**config.mk**
```make
export PLATFORM = sky130hd
export DESIGN_NAME = cavlc_top
export DESIGN_NICKNAME = d
export VERILOG_FILES = /design/src/rtl/cavlc_pkg.sv /design/src/rtl/cavlc_block_seq.sv /design/src/rtl/cavlc_coeff_stats.sv /design/src/rtl/cavlc_scan_ctrl.sv /design/src/rtl/cavlc_top.sv
export VERILOG_INCLUDE_DIRS = /design/src /design/src/include
export SDC_FILE = /design/constraint.sdc
export NUM_CORES = 1
export LEC_CHECK = 0
export BUFFER_PORTS_ARGS = -buffer_cell sky130_fd_sc_hd__clkbuf_2
export CAP_MARGIN = 20
export CORE_MARGIN = 8
export CORE_UTILIZATION = 55
export CTS_BUF_LIST = sky130_fd_sc_hd__clkbuf_2 sky130_fd_sc_hd__clkbuf_4 sky130_fd_sc_hd__clkbuf_8
export DETAILED_ROUTE_END_ITERATION = 6
export GPL_ROUTABILITY_DRIVEN = 0
export GPL_TIMING_DRIVEN = 0
export HOLD_SLACK_MARGIN = 0.1
export PLACE_DENSITY = 0.92
export SLEW_MARGIN = 10
export SYNTH_ARGS = -nofsm -noshare
export SYNTH_HDL_FRONTEND = slang
export SYNTH_HIERARCHICAL = 1
export SYNTH_SLANG_ARGS = --single-unit
```
**constraint.sdc**
```tcl
create_clock -name clk -period 11.45 [get_ports clk]
set_input_delay 1.145 -clock clk [delete_from_list [all_inputs] [get_ports clk]]
set_output_delay 1.145 -clock clk [all_outputs]
set_load 0.01 [all_outputs]
```
**src/include/cavlc_defs.svh**
```systemverilog
`ifndef CAVLC_DEFS_SVH
`define CAVLC_DEFS_SVH

// coefficient and row geometry
`define CAVLC_COEFF_W     16
`define CAVLC_BLK_COEFFS  16
`define CAVLC_ROW_W       256   // sixteen coefficients per row
`define CAVLC_SCAN_CYCLES 8     // two coefficients per cycle

// residual memory and block numbering
`define CAVLC_ADDR_W      5
`define CAVLC_BLK_IDX_W   5

// memory map of the residual rows
// luma 4x4 or luma AC rows sit at 0..15
`define CAVLC_ADDR_CHROMA_AC 16  // cb AC 16..19, cr AC 20..23
`define CAVLC_ADDR_LUMA_DC   24  // intra16x16 only
`define CAVLC_ADDR_CHROMA_DC 25  // cb DC 25, cr DC 26

`endif

```
**src/rtl/cavlc_pkg.sv**
```systemverilog
`include "cavlc_defs.svh"

package cavlc_pkg;

	// macroblock descriptor, sampled with start
	typedef struct packed {
		logic       intra16x16;  // 1 = intra16x16 partition
		logic [3:0] cbp_luma;    // one bit per 8x8 luma group
		logic [1:0] cbp_chroma;  // 0 none, 1 DC only, 2 DC and AC
	} mb_info_t;

	typedef enum logic [2:0] {
		LUMA_4X4  = 3'd0,
		LUMA_DC   = 3'd1,
		LUMA_AC   = 3'd2,
		CHROMA_DC = 3'd3,
		CHROMA_AC = 3'd4
	} blk_kind_e;

	// block currently addressed in the residual memory
	typedef struct packed {
		logic [`CAVLC_BLK_IDX_W-1:0] idx;
		blk_kind_e                   kind;
		logic                        mb_last;  // final coded block of the MB
	} blk_desc_t;

	// coefficient pair tagged with its scan phase and block
	typedef struct packed {
		logic signed [`CAVLC_COEFF_W-1:0]         c0;  // scan position 2*phase
		logic signed [`CAVLC_COEFF_W-1:0]         c1;  // scan position 2*phase+1
		logic [$clog2(`CAVLC_SCAN_CYCLES)-1:0]    phase;
		blk_desc_t                                desc;
	} coeff_pair_t;

	// per-block statistics record
	typedef struct packed {
		logic [`CAVLC_BLK_IDX_W-1:0] blk_idx;
		logic [4:0]                  total_coeff;
		logic [1:0]                  trailing_ones;
		logic [2:0]                  t1_signs;     // bit 0 is the highest-frequency one
		logic [3:0]                  total_zeros;
	} blk_stats_t;

endpackage

```
**src/rtl/cavlc_block_seq.sv**
```systemverilog
`timescale 1ns/1ps
`include "cavlc_defs.svh"

module cavlc_block_seq (
	input  logic                     clk,
	input  logic                     rst_n,
	input  logic                     start_i,
	input  cavlc_pkg::mb_info_t      mb_info_i,
	input  logic                     blk_end_i,
	output logic [`CAVLC_ADDR_W-1:0] addr_o,
	output cavlc_pkg::blk_desc_t     desc_o,
	output logic                     scan_run_o,
	output logic                     mb_done_o,
	output logic                     busy_o
);

	typedef struct packed {
		logic                        found;
		logic [`CAVLC_BLK_IDX_W-1:0] idx;
	} srch_t;

	cavlc_pkg::mb_info_t         info_r;
	logic [`CAVLC_BLK_IDX_W-1:0] cur_idx;
	logic                        busy_r;
	logic                        run_r;
	logic                        done_pend;
	logic                        mb_done_r;
	srch_t                       first_blk;
	srch_t                       next_blk;
	cavlc_pkg::blk_kind_e        kind;

	// skip rules of the partition and the coded block pattern
	function automatic logic is_coded(cavlc_pkg::mb_info_t info,
	                                  logic [`CAVLC_BLK_IDX_W-1:0] idx);
		logic chroma_any;
		logic chroma_ac;
		logic coded;
		chroma_any = (info.cbp_chroma != 2'd0);
		chroma_ac  = (info.cbp_chroma == 2'd2);
		if (info.intra16x16) begin
			if (idx == 5'd0)
				coded = 1'b1;            // luma DC always sent
			else if (idx <= 5'd16)
				coded = |info.cbp_luma;  // all AC or none
			else if (idx <= 5'd18)
				coded = chroma_any;
			else if (idx <= 5'd26)
				coded = chroma_ac;
			else
				coded = 1'b0;
		end else begin
			if (idx <= 5'd15)
				coded = info.cbp_luma[idx[3:2]];  // per 8x8 group
			else if (idx <= 5'd17)
				coded = chroma_any;
			else if (idx <= 5'd25)
				coded = chroma_ac;
			else
				coded = 1'b0;
		end
		return coded;
	endfunction

	// lowest coded block index at or above from
	function automatic srch_t find_coded(cavlc_pkg::mb_info_t info,
	                                     logic [`CAVLC_BLK_IDX_W-1:0] from);
		srch_t res;
		res = '0;
		for (int i = 2**`CAVLC_BLK_IDX_W - 1; i >= 0; i--) begin
			if (`CAVLC_BLK_IDX_W'(i) >= from && is_coded(info, `CAVLC_BLK_IDX_W'(i))) begin
				res.found = 1'b1;
				res.idx   = `CAVLC_BLK_IDX_W'(i);
			end
		end
		return res;
	endfunction

	assign first_blk = find_coded(mb_info_i, '0);
	assign next_blk  = find_coded(info_r, cur_idx + 1'b1);

	// block kind and memory address of the current index
	always_comb begin
		kind   = cavlc_pkg::LUMA_4X4;
		addr_o = `CAVLC_ADDR_W'(cur_idx);
		if (info_r.intra16x16) begin
			if (cur_idx == 5'd0) begin
				kind   = cavlc_pkg::LUMA_DC;
				addr_o = `CAVLC_ADDR_W'(`CAVLC_ADDR_LUMA_DC);
			end else if (cur_idx <= 5'd16) begin
				kind   = cavlc_pkg::LUMA_AC;
				addr_o = `CAVLC_ADDR_W'(cur_idx - 5'd1);
			end else if (cur_idx <= 5'd18) begin
				kind   = cavlc_pkg::CHROMA_DC;
				addr_o = `CAVLC_ADDR_W'(`CAVLC_ADDR_CHROMA_DC + (cur_idx - 5'd17));
			end else begin
				kind   = cavlc_pkg::CHROMA_AC;
				addr_o = `CAVLC_ADDR_W'(`CAVLC_ADDR_CHROMA_AC + (cur_idx - 5'd19));
			end
		end else if (cur_idx >= 5'd16) begin
			if (cur_idx <= 5'd17) begin
				kind   = cavlc_pkg::CHROMA_DC;
				addr_o = `CAVLC_ADDR_W'(`CAVLC_ADDR_CHROMA_DC + (cur_idx - 5'd16));
			end else begin
				kind   = cavlc_pkg::CHROMA_AC;
				addr_o = `CAVLC_ADDR_W'(`CAVLC_ADDR_CHROMA_AC + (cur_idx - 5'd18));
			end
		end
	end

	assign desc_o.idx     = cur_idx;
	assign desc_o.kind    = kind;
	assign desc_o.mb_last = !next_blk.found;

	always_ff @(posedge clk or negedge rst_n) begin
		if (!rst_n) begin
			info_r    <= '0;
			cur_idx   <= '0;
			busy_r    <= 1'b0;
			run_r     <= 1'b0;
			done_pend <= 1'b0;
			mb_done_r <= 1'b0;
		end else begin
			mb_done_r <= done_pend;
			done_pend <= 1'b0;
			if (start_i && !busy_r) begin
				info_r    <= mb_info_i;
				cur_idx   <= first_blk.idx;
				busy_r    <= 1'b1;
				run_r     <= first_blk.found;
				done_pend <= !first_blk.found;  // empty MB finishes at once
			end else if (blk_end_i) begin
				if (desc_o.mb_last) begin
					run_r     <= 1'b0;
					done_pend <= 1'b1;
				end else begin
					cur_idx <= next_blk.idx;  // scan next block back to back
				end
			end
			if (mb_done_r)
				busy_r <= 1'b0;  // stays up through the done cycle
		end
	end

	assign scan_run_o = run_r;
	assign mb_done_o  = mb_done_r;
	assign busy_o     = busy_r;

endmodule

```
**src/rtl/cavlc_coeff_stats.sv**
```systemverilog
`timescale 1ns/1ps
`include "cavlc_defs.svh"

module cavlc_coeff_stats (
	input  logic                   clk,
	input  logic                   rst_n,
	input  cavlc_pkg::coeff_pair_t pair_i,
	input  logic                   pair_valid_i,
	output logic                   stats_valid_o,
	output cavlc_pkg::blk_stats_t  stats_o
);

	localparam int POS_W = $clog2(`CAVLC_BLK_COEFFS);

	typedef struct packed {
		logic [4:0]       nz_cnt;    // nonzero eligible coefficients
		logic [POS_W-1:0] last_nz;   // highest nonzero position
		logic [1:0]       t1_cnt;    // trailing ones, saturates at 3
		logic [2:0]       t1_signs;
	} acc_t;

	acc_t                  acc_r;
	acc_t                  acc_in;
	acc_t                  acc_mid;
	acc_t                  acc_nxt;
	logic [POS_W-1:0]      pos0;
	logic [POS_W-1:0]      pos1;
	logic                  is_ac;
	logic                  last_phase;
	logic [4:0]            tz_span;
	cavlc_pkg::blk_stats_t stats_nxt;

	function automatic logic eligible(cavlc_pkg::blk_kind_e kind, logic [POS_W-1:0] pos);
		logic ok;
		case (kind)
			cavlc_pkg::LUMA_AC,
			cavlc_pkg::CHROMA_AC: ok = (pos != '0);   // DC slot not coded here
			cavlc_pkg::CHROMA_DC: ok = (pos < 4);     // 2x2 DC
			default:              ok = 1'b1;
		endcase
		return ok;
	endfunction

	// fold one coefficient into the running state
	function automatic acc_t step(acc_t a, logic signed [`CAVLC_COEFF_W-1:0] c,
	                              logic elig, logic [POS_W-1:0] pos);
		acc_t r;
		logic is_one;
		r      = a;
		is_one = (c == 1) || (c == -1);
		if (elig && c != '0) begin
			r.nz_cnt  = a.nz_cnt + 5'd1;
			r.last_nz = pos;
			if (is_one) begin
				r.t1_cnt   = (a.t1_cnt == 2'd3) ? 2'd3 : a.t1_cnt + 2'd1;
				r.t1_signs = {a.t1_signs[1:0], c[`CAVLC_COEFF_W-1]};
			end else begin
				r.t1_cnt   = '0;  // larger level breaks the run
				r.t1_signs = '0;
			end
		end
		return r;
	endfunction

	assign pos0       = {pair_i.phase, 1'b0};
	assign pos1       = {pair_i.phase, 1'b1};
	assign last_phase = (pair_i.phase == ($bits(pair_i.phase))'(`CAVLC_SCAN_CYCLES - 1));
	assign is_ac      = (pair_i.desc.kind == cavlc_pkg::LUMA_AC) ||
	                    (pair_i.desc.kind == cavlc_pkg::CHROMA_AC);

	always_comb begin
		acc_in  = (pair_i.phase == '0) ? '0 : acc_r;  // fresh block
		acc_mid = step(acc_in, pair_i.c0, eligible(pair_i.desc.kind, pos0), pos0);
		acc_nxt = step(acc_mid, pair_i.c1, eligible(pair_i.desc.kind, pos1), pos1);
	end

	// eligible positions up to the last nonzero one
	assign tz_span = {1'b0, acc_nxt.last_nz} + (is_ac ? 5'd0 : 5'd1);

	always_comb begin
		stats_nxt.blk_idx       = pair_i.desc.idx;
		stats_nxt.total_coeff   = acc_nxt.nz_cnt;
		stats_nxt.trailing_ones = acc_nxt.t1_cnt;
		stats_nxt.t1_signs      = acc_nxt.t1_signs;
		if (acc_nxt.nz_cnt == '0)
			stats_nxt.total_zeros = '0;
		else
			stats_nxt.total_zeros = 4'(tz_span - acc_nxt.nz_cnt);
	end

	always_ff @(posedge clk or negedge rst_n) begin
		if (!rst_n) begin
			acc_r         <= '0;
			stats_valid_o <= 1'b0;
		end else begin
			stats_valid_o <= pair_valid_i && last_phase;
			if (pair_valid_i)
				acc_r <= acc_nxt;
		end
	end

	always_ff @(posedge clk) begin
		if (pair_valid_i && last_phase)
			stats_o <= stats_nxt;
	end

endmodule

```
**src/rtl/cavlc_scan_ctrl.sv**
```systemverilog
`timescale 1ns/1ps
`include "cavlc_defs.svh"

module cavlc_scan_ctrl (
	input  logic                      clk,
	input  logic                      rst_n,
	input  logic                      scan_run_i,
	input  cavlc_pkg::blk_desc_t      desc_i,
	input  logic [`CAVLC_ROW_W-1:0]   data_i,
	output cavlc_pkg::coeff_pair_t    pair_o,
	output logic                      pair_valid_o,
	output logic                      blk_end_o
);

	logic [$clog2(`CAVLC_SCAN_CYCLES)-1:0] phase;
	cavlc_pkg::coeff_pair_t                pair_nxt;

	// phase counter, wraps on its own at the block boundary
	always_ff @(posedge clk or negedge rst_n) begin
		if (!rst_n) begin
			phase <= '0;
		end else if (scan_run_i) begin
			phase <= phase + 1'b1;
		end else begin
			phase <= '0;
		end
	end

	assign blk_end_o = scan_run_i && (phase == ($bits(phase))'(`CAVLC_SCAN_CYCLES - 1));

	// coefficients 2p and 2p+1 of the current row
	always_comb begin
		pair_nxt.c0    = data_i[(2 * phase) * `CAVLC_COEFF_W +: `CAVLC_COEFF_W];
		pair_nxt.c1    = data_i[(2 * phase + 1) * `CAVLC_COEFF_W +: `CAVLC_COEFF_W];
		pair_nxt.phase = phase;
		pair_nxt.desc  = desc_i;
	end

	always_ff @(posedge clk or negedge rst_n) begin
		if (!rst_n) begin
			pair_valid_o <= 1'b0;
		end else begin
			pair_valid_o <= scan_run_i;
		end
	end

	always_ff @(posedge clk) begin
		if (scan_run_i)
			pair_o <= pair_nxt;  // tagged pair for the stats stage
	end

endmodule

```
**src/rtl/cavlc_top.sv**
```systemverilog
`timescale 1ns/1ps
`include "cavlc_defs.svh"

module cavlc_top (
	input  logic                     clk,
	input  logic                     rst_n,
	input  logic                     start_i,
	input  cavlc_pkg::mb_info_t      mb_info_i,
	output logic [`CAVLC_ADDR_W-1:0] addr_o,
	input  logic [`CAVLC_ROW_W-1:0]  data_i,
	output logic                     stats_valid_o,
	output cavlc_pkg::blk_stats_t    stats_o,
	output logic                     mb_done_o,
	output logic                     busy_o
);

	cavlc_pkg::blk_desc_t   desc;
	cavlc_pkg::coeff_pair_t pair;
	logic                   scan_run;
	logic                   blk_end;
	logic                   pair_valid;

	cavlc_block_seq u_block_seq (
		.clk        (clk),
		.rst_n      (rst_n),
		.start_i    (start_i),
		.mb_info_i  (mb_info_i),
		.blk_end_i  (blk_end),
		.addr_o     (addr_o),
		.desc_o     (desc),
		.scan_run_o (scan_run),
		.mb_done_o  (mb_done_o),
		.busy_o     (busy_o)
	);

	cavlc_scan_ctrl u_scan_ctrl (
		.clk          (clk),
		.rst_n        (rst_n),
		.scan_run_i   (scan_run),
		.desc_i       (desc),
		.data_i       (data_i),
		.pair_o       (pair),
		.pair_valid_o (pair_valid),
		.blk_end_o    (blk_end)
	);

	cavlc_coeff_stats u_coeff_stats (
		.clk           (clk),
		.rst_n         (rst_n),
		.pair_i        (pair),
		.pair_valid_i  (pair_valid),
		.stats_valid_o (stats_valid_o),
		.stats_o       (stats_o)
	);

endmodule

```
**Word-level counts from Yosys, hierarchy flattened**

Cells that the tools add are included.

- Register bits after elaboration: 97
- Input port bits: 266
- Output and inout bits: 27
- Word-level logic and storage cells: 232

- Add/sub/neg operators: 18
- $lt $le $gt $ge: 33
- Eq/ne operators: 14
- Shift-type cells: 2
- Muxes and demuxes: 87
- Reductions and logical operators: 53

Operators by type and width:

| kind | count |
|---|---|
| 256-bit by 33-bit indexed part select with 16-bit output | 1 |
| 256-bit by 9-bit indexed part select with 16-bit output | 1 |
| 6-bit two-way mux | 37 |
| 5-bit greater-or-equal comparator (first input constant) | 11 |
| 5-bit two-way mux | 11 |
| 14-bit two-way mux | 3 |
| 4-bit by 5-bit greater-or-equal comparator with 1-bit output (first input constant) | 8 |
| 16-bit by 1-bit == test with 1-bit output (second input constant) | 2 |
| 16-bit by 2-bit == test with 1-bit output (second input constant) | 2 |
| 1-bit logical AND | 32 |
| 16-bit nonzero test | 2 |
| 1-bit two-way mux | 26 |
| 3-bit two-way mux | 7 |
| 5-bit adder (first input constant) | 4 |
| 3-bit by 5-bit greater-or-equal comparator with 1-bit output (first input constant) | 4 |
| 5-bit subtractor (second input constant) | 4 |
| 5-bit by 1-bit adder with 5-bit output (second input constant) | 3 |
| 5-bit <= comparator (second input constant) | 3 |
| 1-bit by 5-bit greater-or-equal comparator with 1-bit output (first input constant) | 2 |
| 2-bit by 5-bit greater-or-equal comparator with 1-bit output (first input constant) | 2 |
| 5-bit logical NOT | 2 |
| 2-bit nonzero test | 5 |
| 3-bit == test (second input constant) | 3 |
| 2-bit == test (second input constant) | 4 |
| 19 further kinds | 28 |

**Depth between registers and ports, before layout**

Gate-level depths: netlist of the first run.

- Word-level depth: 33
- Gate-level depth with buffers: 17
- Mapped depth without buffers: 16

**By module**

Netlist of the first run, hierarchy kept.

By module, submodules not included:

| module | instances | cells each | area an instance (um^2) | sequential area each (um^2) |
|---|---|---|---|---|
| cavlc_scan_ctrl | 1 | 168 | 3388.2 | 1421.4 |
| cavlc_coeff_stats | 1 | 192 | 2118.3 | 945.9 |
| cavlc_block_seq | 1 | 263 | 1989.4 | 400.4 |

**Worst setup path after synthesis of the first run**

OpenSTA, ideal clock, no wires.

- Path kind: register to register
- From: reg u_scan_ctrl/pair_o[11] (netlist name)
- To: reg, netlist name u_coeff_stats/stats_o[3]
- Library setup time: 269 ps
- Arrival: 3450 ps
- Required time: 11181 ps
- Setup slack: 7730 ps
- Stages on the path, launching flop included: 17
- Path buffers: 1
- Period minus slack after synthesis: 3720 ps
- Cell sequence: edfxtp_1 or3_1 buf_2 and2_1 ha_1 nand2_1 nor3_1 o21ai_1 xnor2_2 inv_1 ha_1 ha_1 a21oi_1 xor2_1 xnor2_1 xnor2_1 a21oi_1

RTL lines:

| item | line | source |
|---|---|---|
| start: declaration | cavlc_scan_ctrl.sv:10 | `output cavlc_pkg::coeff_pair_t pair_o,` |
| start signal: assignment | cavlc_scan_ctrl.sv:49 | `pair_o <= pair_nxt;` |

**Worst setup path in the final report of the first run**

- From: reg u_block_seq.cur_idx[0]
- To: out addr_o[4]

- Word-level cells in the longest chain between the ends: 6
- Elaborated cells between the ends (all ways): 20
- Those cells by class: add/sub: 9; order compare: 4; mux: 6; reduce/logical: 1

Ends and longest elaborated chain:

| item | line | source |
|---|---|---|
| start: declaration | cavlc_block_seq.sv:23 | `` logic [`CAVLC_BLK_IDX_W-1:0] cur_idx; `` |
| start signal: assignment | cavlc_block_seq.sv:127 | `cur_idx <= first_blk.idx;` |
| start signal: assignment | cavlc_block_seq.sv:136 | `cur_idx <= next_blk.idx;` |
| 5-bit subtractor, on equally long branches | cavlc_block_seq.sv:97, cavlc_block_seq.sv:94 |  |
| 5-bit adder (no line) | - |  |
| 5-bit two-way mux | cavlc_block_seq.sv:92 | `end else if (cur_idx <= 5'd18) begin` |
| 5-bit two-way mux | cavlc_block_seq.sv:89 | `end else if (cur_idx <= 5'd16) begin` |
| 5-bit two-way mux | cavlc_block_seq.sv:86 | `if (cur_idx == 5'd0) begin` |
| 5-bit two-way mux (*) | cavlc_block_seq.sv:85 | `if (info_r.intra16x16) begin` |
| end: declaration | cavlc_top.sv:9 | `` output logic [`CAVLC_ADDR_W-1:0] addr_o, `` |

Every way passes the cells marked *; elsewhere a longest branch is shown, timed or not.

==> impl_results.md, run 1 <==
- CTS Root Cell: clkbuf_8
- I/O pins: roughly 290
- CP cell instances: buf_2, clkbuf_1, inv_1, ha_1, nand3_1, o21ai_1, nor3_1, a21oi_1, o311ai_0, a2bb2oi_1, clkbuf_2
- RSZ-0062 raised after global routing: false
- Initial antenna violation count: 5
- Power density over the cells: between 200 and 300 nW/µm²
- Fraction of layout cells with a size suffix above 1: about half
- DR iter-0 viols: about 1,200
- DP Area: 9170 µm²
- FILL cells: 956
- Crit path largest cell delay: 440 ps
- Max Cap Viol: 0
- Leak pwr: 4.04 nW
- Setup violators final: 0
- Worst IR Drop VDD: about 160 µV
- CTS Buffer Depth: 2
- Max Used Layer: met5
- R2R setup slack: roughly 7300 ps
- Clock Latency Late Sink: between 300 and 400 ps
- Inst Count DP: around 1,100
- Syn Area/Cell: around 12 µm²
- Most common cell after layout, fill and taps aside: clkbuf_2
- Synthesized area: roughly 7500 µm²
- Period Utilization, post-route: 38.0%
- Area of the multi-input gates: roughly 4400 µm²
- Most frequent cells in the layout: 292 x clkbuf_2, 64 x mux4_2, 62 x edfxtp_1
- CP Class: register to output port
- H-tree lvl count: 3
- Fin. max-slew vios: 0
- Num CTS Buffers: 9
- Worst Skew: 14.1 ps
- CTS Hold Buffers Added: 0
- Req. time, crit path: 10,310 ps
- Crit-path leading delay family: buffers and inverters
- Die area: 17,600 µm²
- Starting density of the core: about 56%
- CP max-delay cell: clkbuf_1
- Hpwl dp: roughly 22,000 µm
- Worst Setup End Kind: output port
- Die Width: between 100 and 150 µm
- Fin nets: about 1,200
- Register Area: roughly 2700 µm²
- Syn. warnings: 6
- CTS tree: built
- GRT overflow: 0
- Avg WL per Cell: about 24 µm
- First-pass GRT wire length: about 41,000 µm
- Post-CTS Setup Inserts: 0
- Post-synthesis net count: about 910
- M1 wire length: a little under 10,000 µm
- First-pass detailed-route iteration total: 6
- Maximum fanout along the worst path: 10
- Final Cell Area: ~9400 µm²
- Final non-filler cell total: about 1,100
- HP Class: register to register
- Clock Pin Slew Worst Setup and Hold Paths: 90 ps
- Die Span Y: around 130 µm
- Worst Max-Slew Pin Slew: 980 ps
- Final Hold Viols: 0
- Routed WL: between 20,000 and 30,000 µm
- DRC errors left: 0
- Setup crit start kind: register
- Post-Syn Instances: 622
- Met2 WL: approximately 13,000 µm
- Run status: completed
- Slew headroom: about a third
- Largest net degree at the start of global routing: 37
- PortBufs: between 200 and 300
- Tot Pwr: roughly 2.7 mW
- Vias per cell: approximately 6.4
- Minimum clock period: 4360 ps
- Rows: between 40 and 50
- Max Fclk: roughly 230 MHz
- CORE AREA: 13,200 µm²
- Post-DRT Antenna Nets: 0
- Via count: 7,145
- Setup TNS Final: 0 ps
- Post-CTS resize count: 0
- Critical Path AT: between 3000 and 4000 ps
- Routed length on met3: about 3600 µm
- Syn-to-layout area delta: 25.7%
- Clock Sinks: 97
- Sum of buffers and inverters on the critical path: 4
- Global Route Usage Sum: 29.9%
- Number of global-route vias before repair: approximately 7,400
## layer usage
metal  vias to the layer above  global-route usage, %
met5                         -                      0
met4                        10                   8.52
met3                        59                   9.58
met2                       589                   49.1
met1                      3404                   37.1
li1                       3083                      -
## worst register-to-register path, stage by stage, from the launching register on
cell      delay (ps)
edfxtp_1         480
or3_1            390
buf_2            190
nand2_1          140
inv_1             70
ha_1             330
nand2_1           80
nor3_1           300
o21ai_1          190
xnor2_2          350
inv_1             80
ha_1             300
ha_1             330
a21oi_1          170
xor2_1           190
xnor2_1          150
xnor2_1          130
a21oi_1           60
## cell type report
class	count	area share, %
clock buffers	10	1.40
plain buffers	39	2.31
well taps	176	2.35
inverters	18	0.720
diodes	1	0.0267
repair buffers	293	15.8
flip-flops and latches	97	29.2
clock inverters	6	0.880
multi-input cells	468	47.4
## registers in the layout, summed over array words and instances (netlist names)
name and count:
u_coeff_stats/acc_r 14, u_block_seq/done_pend 1, u_block_seq/scan_run_o 1, u_scan_ctrl/pair_o 43, u_block_seq/busy_o 1, u_block_seq/mb_done_o 1
u_scan_ctrl/phase 3, u_block_seq/cur_idx 5, u_block_seq/info_r 7, u_coeff_stats/stats_valid_o 1, u_coeff_stats/stats_o 19, u_scan_ctrl/pair_valid_o 1
## path summary, 6_finish.rpt
kind | startpoint | end | depth (start not counted)
max | u_block_seq/cur_idx[0] | addr_o[4] | 11
min | u_block_seq/done_pend | u_block_seq/mb_done_o | 0
max reg2reg | u_scan_ctrl/pair_o[11] | u_coeff_stats/stats_o[3] | 17
min reg2reg | u_block_seq/done_pend | u_block_seq/mb_done_o | 0
min in group asynchronous | rst_n | u_coeff_stats/acc_r[11] | 1
max in group asynchronous | rst_n | u_block_seq/scan_run_o | 1
## power breakdown
group | internal, mW | total, mW | switching (mW)
clock network | 0.125 | 0.245 | 0.121
logic | 0.791 | 1.71 | 0.920
registers | 0.594 | 0.714 | 0.120
total | 1.51 | 2.67 | 1.16
## through the flow
stage                     setup slack (ps)  utilization (%)  hold slack (ps)
after floorplan                       7730                -              331
final                                 7090             70.9              355
after CTS                             7220             70.9              356
after global placement                7430             69.1              333
after detailed placement              7350             69.2              336
after global routing                  6870             70.9              380
No activity file was read; power rests on OpenSTA's default activity.
==> run 2: changes to the inputs <==
- ABC_AREA: unset -> 1
- CORE_UTILIZATION: 55 -> 49
- PLACE_DENSITY: 0.92 -> 0.83
- clock period: 11.45 -> 3.9 ns (I/O delays scaled with it)
==> impl_results.md, run 2 <==
- Worst Setup EP: u_coeff_stats/stats_o[3] (was addr_o[4])
- Run status: completed (unchanged)
- Vias per cell: 5.01 (was 6.45)
- Most common cell after layout, fill and taps aside: nand2_1 (was clkbuf_2)
- R2R setup slack: 380 ps (was 7260 ps)
- Synthesized area: 9190 µm² (was 7470 µm²)
- Largest net degree at the start of global routing: 36 (was 37)
- H-tree lvl count: 3 (unchanged)
- Via count: 10,400 (was 7,145)
- Max Fclk: ~280 MHz
- Routed WL: 30,800 µm (was 26,700 µm)
- Minimum clock period: ~3500 ps
- CORE AREA: 18,600 µm² (was 13,200 µm²)
- Num CTS Buffers: 9 (unchanged)
- FF-to-FF path depth: 22 (was 17)
- Post-CTS resize count: 0 (unchanged)
- Fin. max-slew vios: 0 (unchanged)
- First-pass detailed-route iteration total: 5 (was 6)
- Max Cap Viol: 0 (unchanged)
- CTS Root Cell: clkbuf_8 (unchanged)
- CTS tree: built (unchanged)
- R2R Path End: u_coeff_stats/stats_o[3] (unchanged)
- FILL cells: 1,741 (was 956)
- Setup TNS Final: 0 ps (unchanged)
- Post-synthesis net count: 1,809 (was 909)
- Period Utilization, post-route: about nine tenths
- Die area: 23,400 µm² (was 17,600 µm²)
- Inst Count DP: 2,051 (was 1,091)
- Req. time, crit path: 4060 ps (was 10,310 ps)
- I/O pins: 293 (unchanged)
- RSZ-0062 raised after global routing: false (unchanged)
- Worst Skew: 13.9 ps (was 14.1 ps)
- Global Route Usage Sum: 25.8% (was 29.9%)
- Post-CTS Setup Inserts: 0 (unchanged)
- PortBufs: 292 (unchanged)
- Worst IR Drop VDD: 314 µV (was 165 µV)
- Fin nets: 2,117 (was 1,213)
- DRC errors left: 0 (unchanged)
- Setup crit start kind: register (unchanged)
- Syn-to-layout area delta: 22.3% (was 25.7%)
- Avg WL per Cell: 14.9 µm (was 24.1 µm)
- Fin Hold WS: 246 ps (was 355 ps)
- Syn. warnings: 6 (unchanged)
- Max FFs per register: 43 (unchanged)
- Most frequent CP cell: nand2_1
- Leak pwr: 6.95 nW (was 4.04 nW)
- Post-Syn Instances: 1,522 (was 622)
- Setup violators final: 0 (unchanged)
- Sum of buffers and inverters on the critical path: 3 (was 4)
- Critical Path AT: 3680 ps (was 3210 ps)
- Crit path from: u_scan_ctrl/pair_o[11] (was u_block_seq/cur_idx[0])
- Die Width: 153 µm (was 133 µm)
- Slew headroom: 56.4% (was 34.7%)
- HP Class: input pin to register (was register to register)
- Crit path largest cell delay: 430 ps (was 440 ps)
- CP cell instances: nor2_1, nand2_1, buf_6, nand2_1, inv_1, ha_1, nand3b_1, nand2_1, nor2_2, nand2_1, nand2_1, ha_1, ha_1, a21oi_1, nand2_1, xor2_1, nand3_1, nand2_1, nand3b_1, nand2_1, inv_1, nor2_1 (was buf_2, clkbuf_1, inv_1, ha_1, nand3_1, o21ai_1, nor3_1, a21oi_1, o311ai_0, a2bb2oi_1, clkbuf_2)
- Rows: 50 (was 42)
- Worst Setup End Kind: register (was output port)
- Crit-path leading delay family: simple AND/OR/NAND/NOR gates (was buffers and inverters)
- Worst Max-Slew Pin Slew: 651 ps (was 980 ps)
- Die Span Y: 153 µm (was 133 µm)
- Most frequent cells in the layout: 584 x nand2_1, 346 x inv_1, 292 x clkbuf_2 (was 292 x clkbuf_2, 64 x mux4_2, 62 x edfxtp_1)
- CTS Buffer Depth: 2 (unchanged)
- Critical path depth: 22 (was 11)
- Clock Sinks: 97 (unchanged)
- CTS Hold Buffers Added: 0 (unchanged)
- Maximum fanout along the worst path: 10 (unchanged)
- DR iter-0 viols: 815 (was 1,184)
- GRT overflow: 0 (unchanged)
- Clock Pin Slew Worst Setup and Hold Paths: 110 ps (was 90 ps)
- First-pass GRT wire length: 49,200 µm (was 41,200 µm)
- Largest reg by FF count: u_scan_ctrl/pair_o (unchanged)
- Tot Pwr: 7.25 mW (was 2.67 mW)
- Initial antenna violation count: 4 (was 5)
- Hpwl dp: 25,400 µm (was 21,900 µm)
- CP max-delay cell: edfxtp_1 (was clkbuf_1)
- Clock Latency Late Sink: 380 ps (was 370 ps)
- Final non-filler cell total: 2,073 (was 1,108)
- Power density over the cells: 645 nW/µm² (was 285 nW/µm²)
- Fraction of layout cells with a size suffix above 1: 22.8% (was 50.3%)
- Post-DRT Antenna Nets: 0 (unchanged)
- Final Hold Viols: 0 (unchanged)
- Number of global-route vias before repair: 10,000 (was 7,354)
- Starting density of the core: 49.4% (was 56.4%)
- Biggest regs: u_scan_ctrl/pair_o x43, u_coeff_stats/stats_o x19, u_coeff_stats/acc_r x14 (unchanged)
- Syn Area/Cell: 6.04 µm² (was 12.0 µm²)
- CP Class: register to register (was register to output port)
- Critical R2R Launch: u_scan_ctrl/pair_o[11] (unchanged)
[run 2: worst min-delay path by stage]
stage	to	cells after the start	from
after floorplan	u_block_seq/busy_o	0	rst_n
after global placement	u_block_seq/mb_done_o	0	u_block_seq/done_pend
after detailed placement	u_block_seq/mb_done_o	0	u_block_seq/done_pend
after CTS	u_coeff_stats/acc_r[13]	1	rst_n
after global routing	u_block_seq/info_r[0]	3	mb_info_i[0]
final	u_block_seq/info_r[1]	3	mb_info_i[1]
[run 2: layout make-up]
cell class	count	area [µm²]	area share, %
multi-input cells	1000	4730	42.1
flip-flops and latches	97	2740	24.4
repair buffers	297	1530	13.6
inverters	364	1380	12.3
plain buffers	61	347	3.08
well taps	234	293	2.61
clock buffers	10	138	1.22
clock inverters	6	73.8	0.657
diodes	4	10.0	0.0891
[run 2: worst min-delay path: stages]
cell	delay, ps
clkbuf_2	100
nand2_1	50
o21ai_0	50
[run 2: per-layer routing]
metal	share of wire [%]	up-vias	GRT usage, %
met5	0	-	0
met4	3.5	0	11.0
met3	7.7	69	4.62
met2	49	516	45.6
met1	40	4583	30.2
li1	-	5223	-
[run 2: stage by stage]
step	area, µm²	util, %	setup slack (ps)
final	11200	60.5	382
after global routing	11200	60.5	63.3
after CTS	11200	60.3	398
after detailed placement	11000	59.1	420
after global placement	10900	58.9	-123
after floorplan	9190	-	725
[run 2: where the power goes]
group | switching [mW] | total (mW) | internal, mW
sequential | 0.224 | 1.85 | 1.62
combinational | 3.06 | 4.70 | 1.65
clock | 0.380 | 0.703 | 0.323
total | 3.66 | 7.25 | 3.59
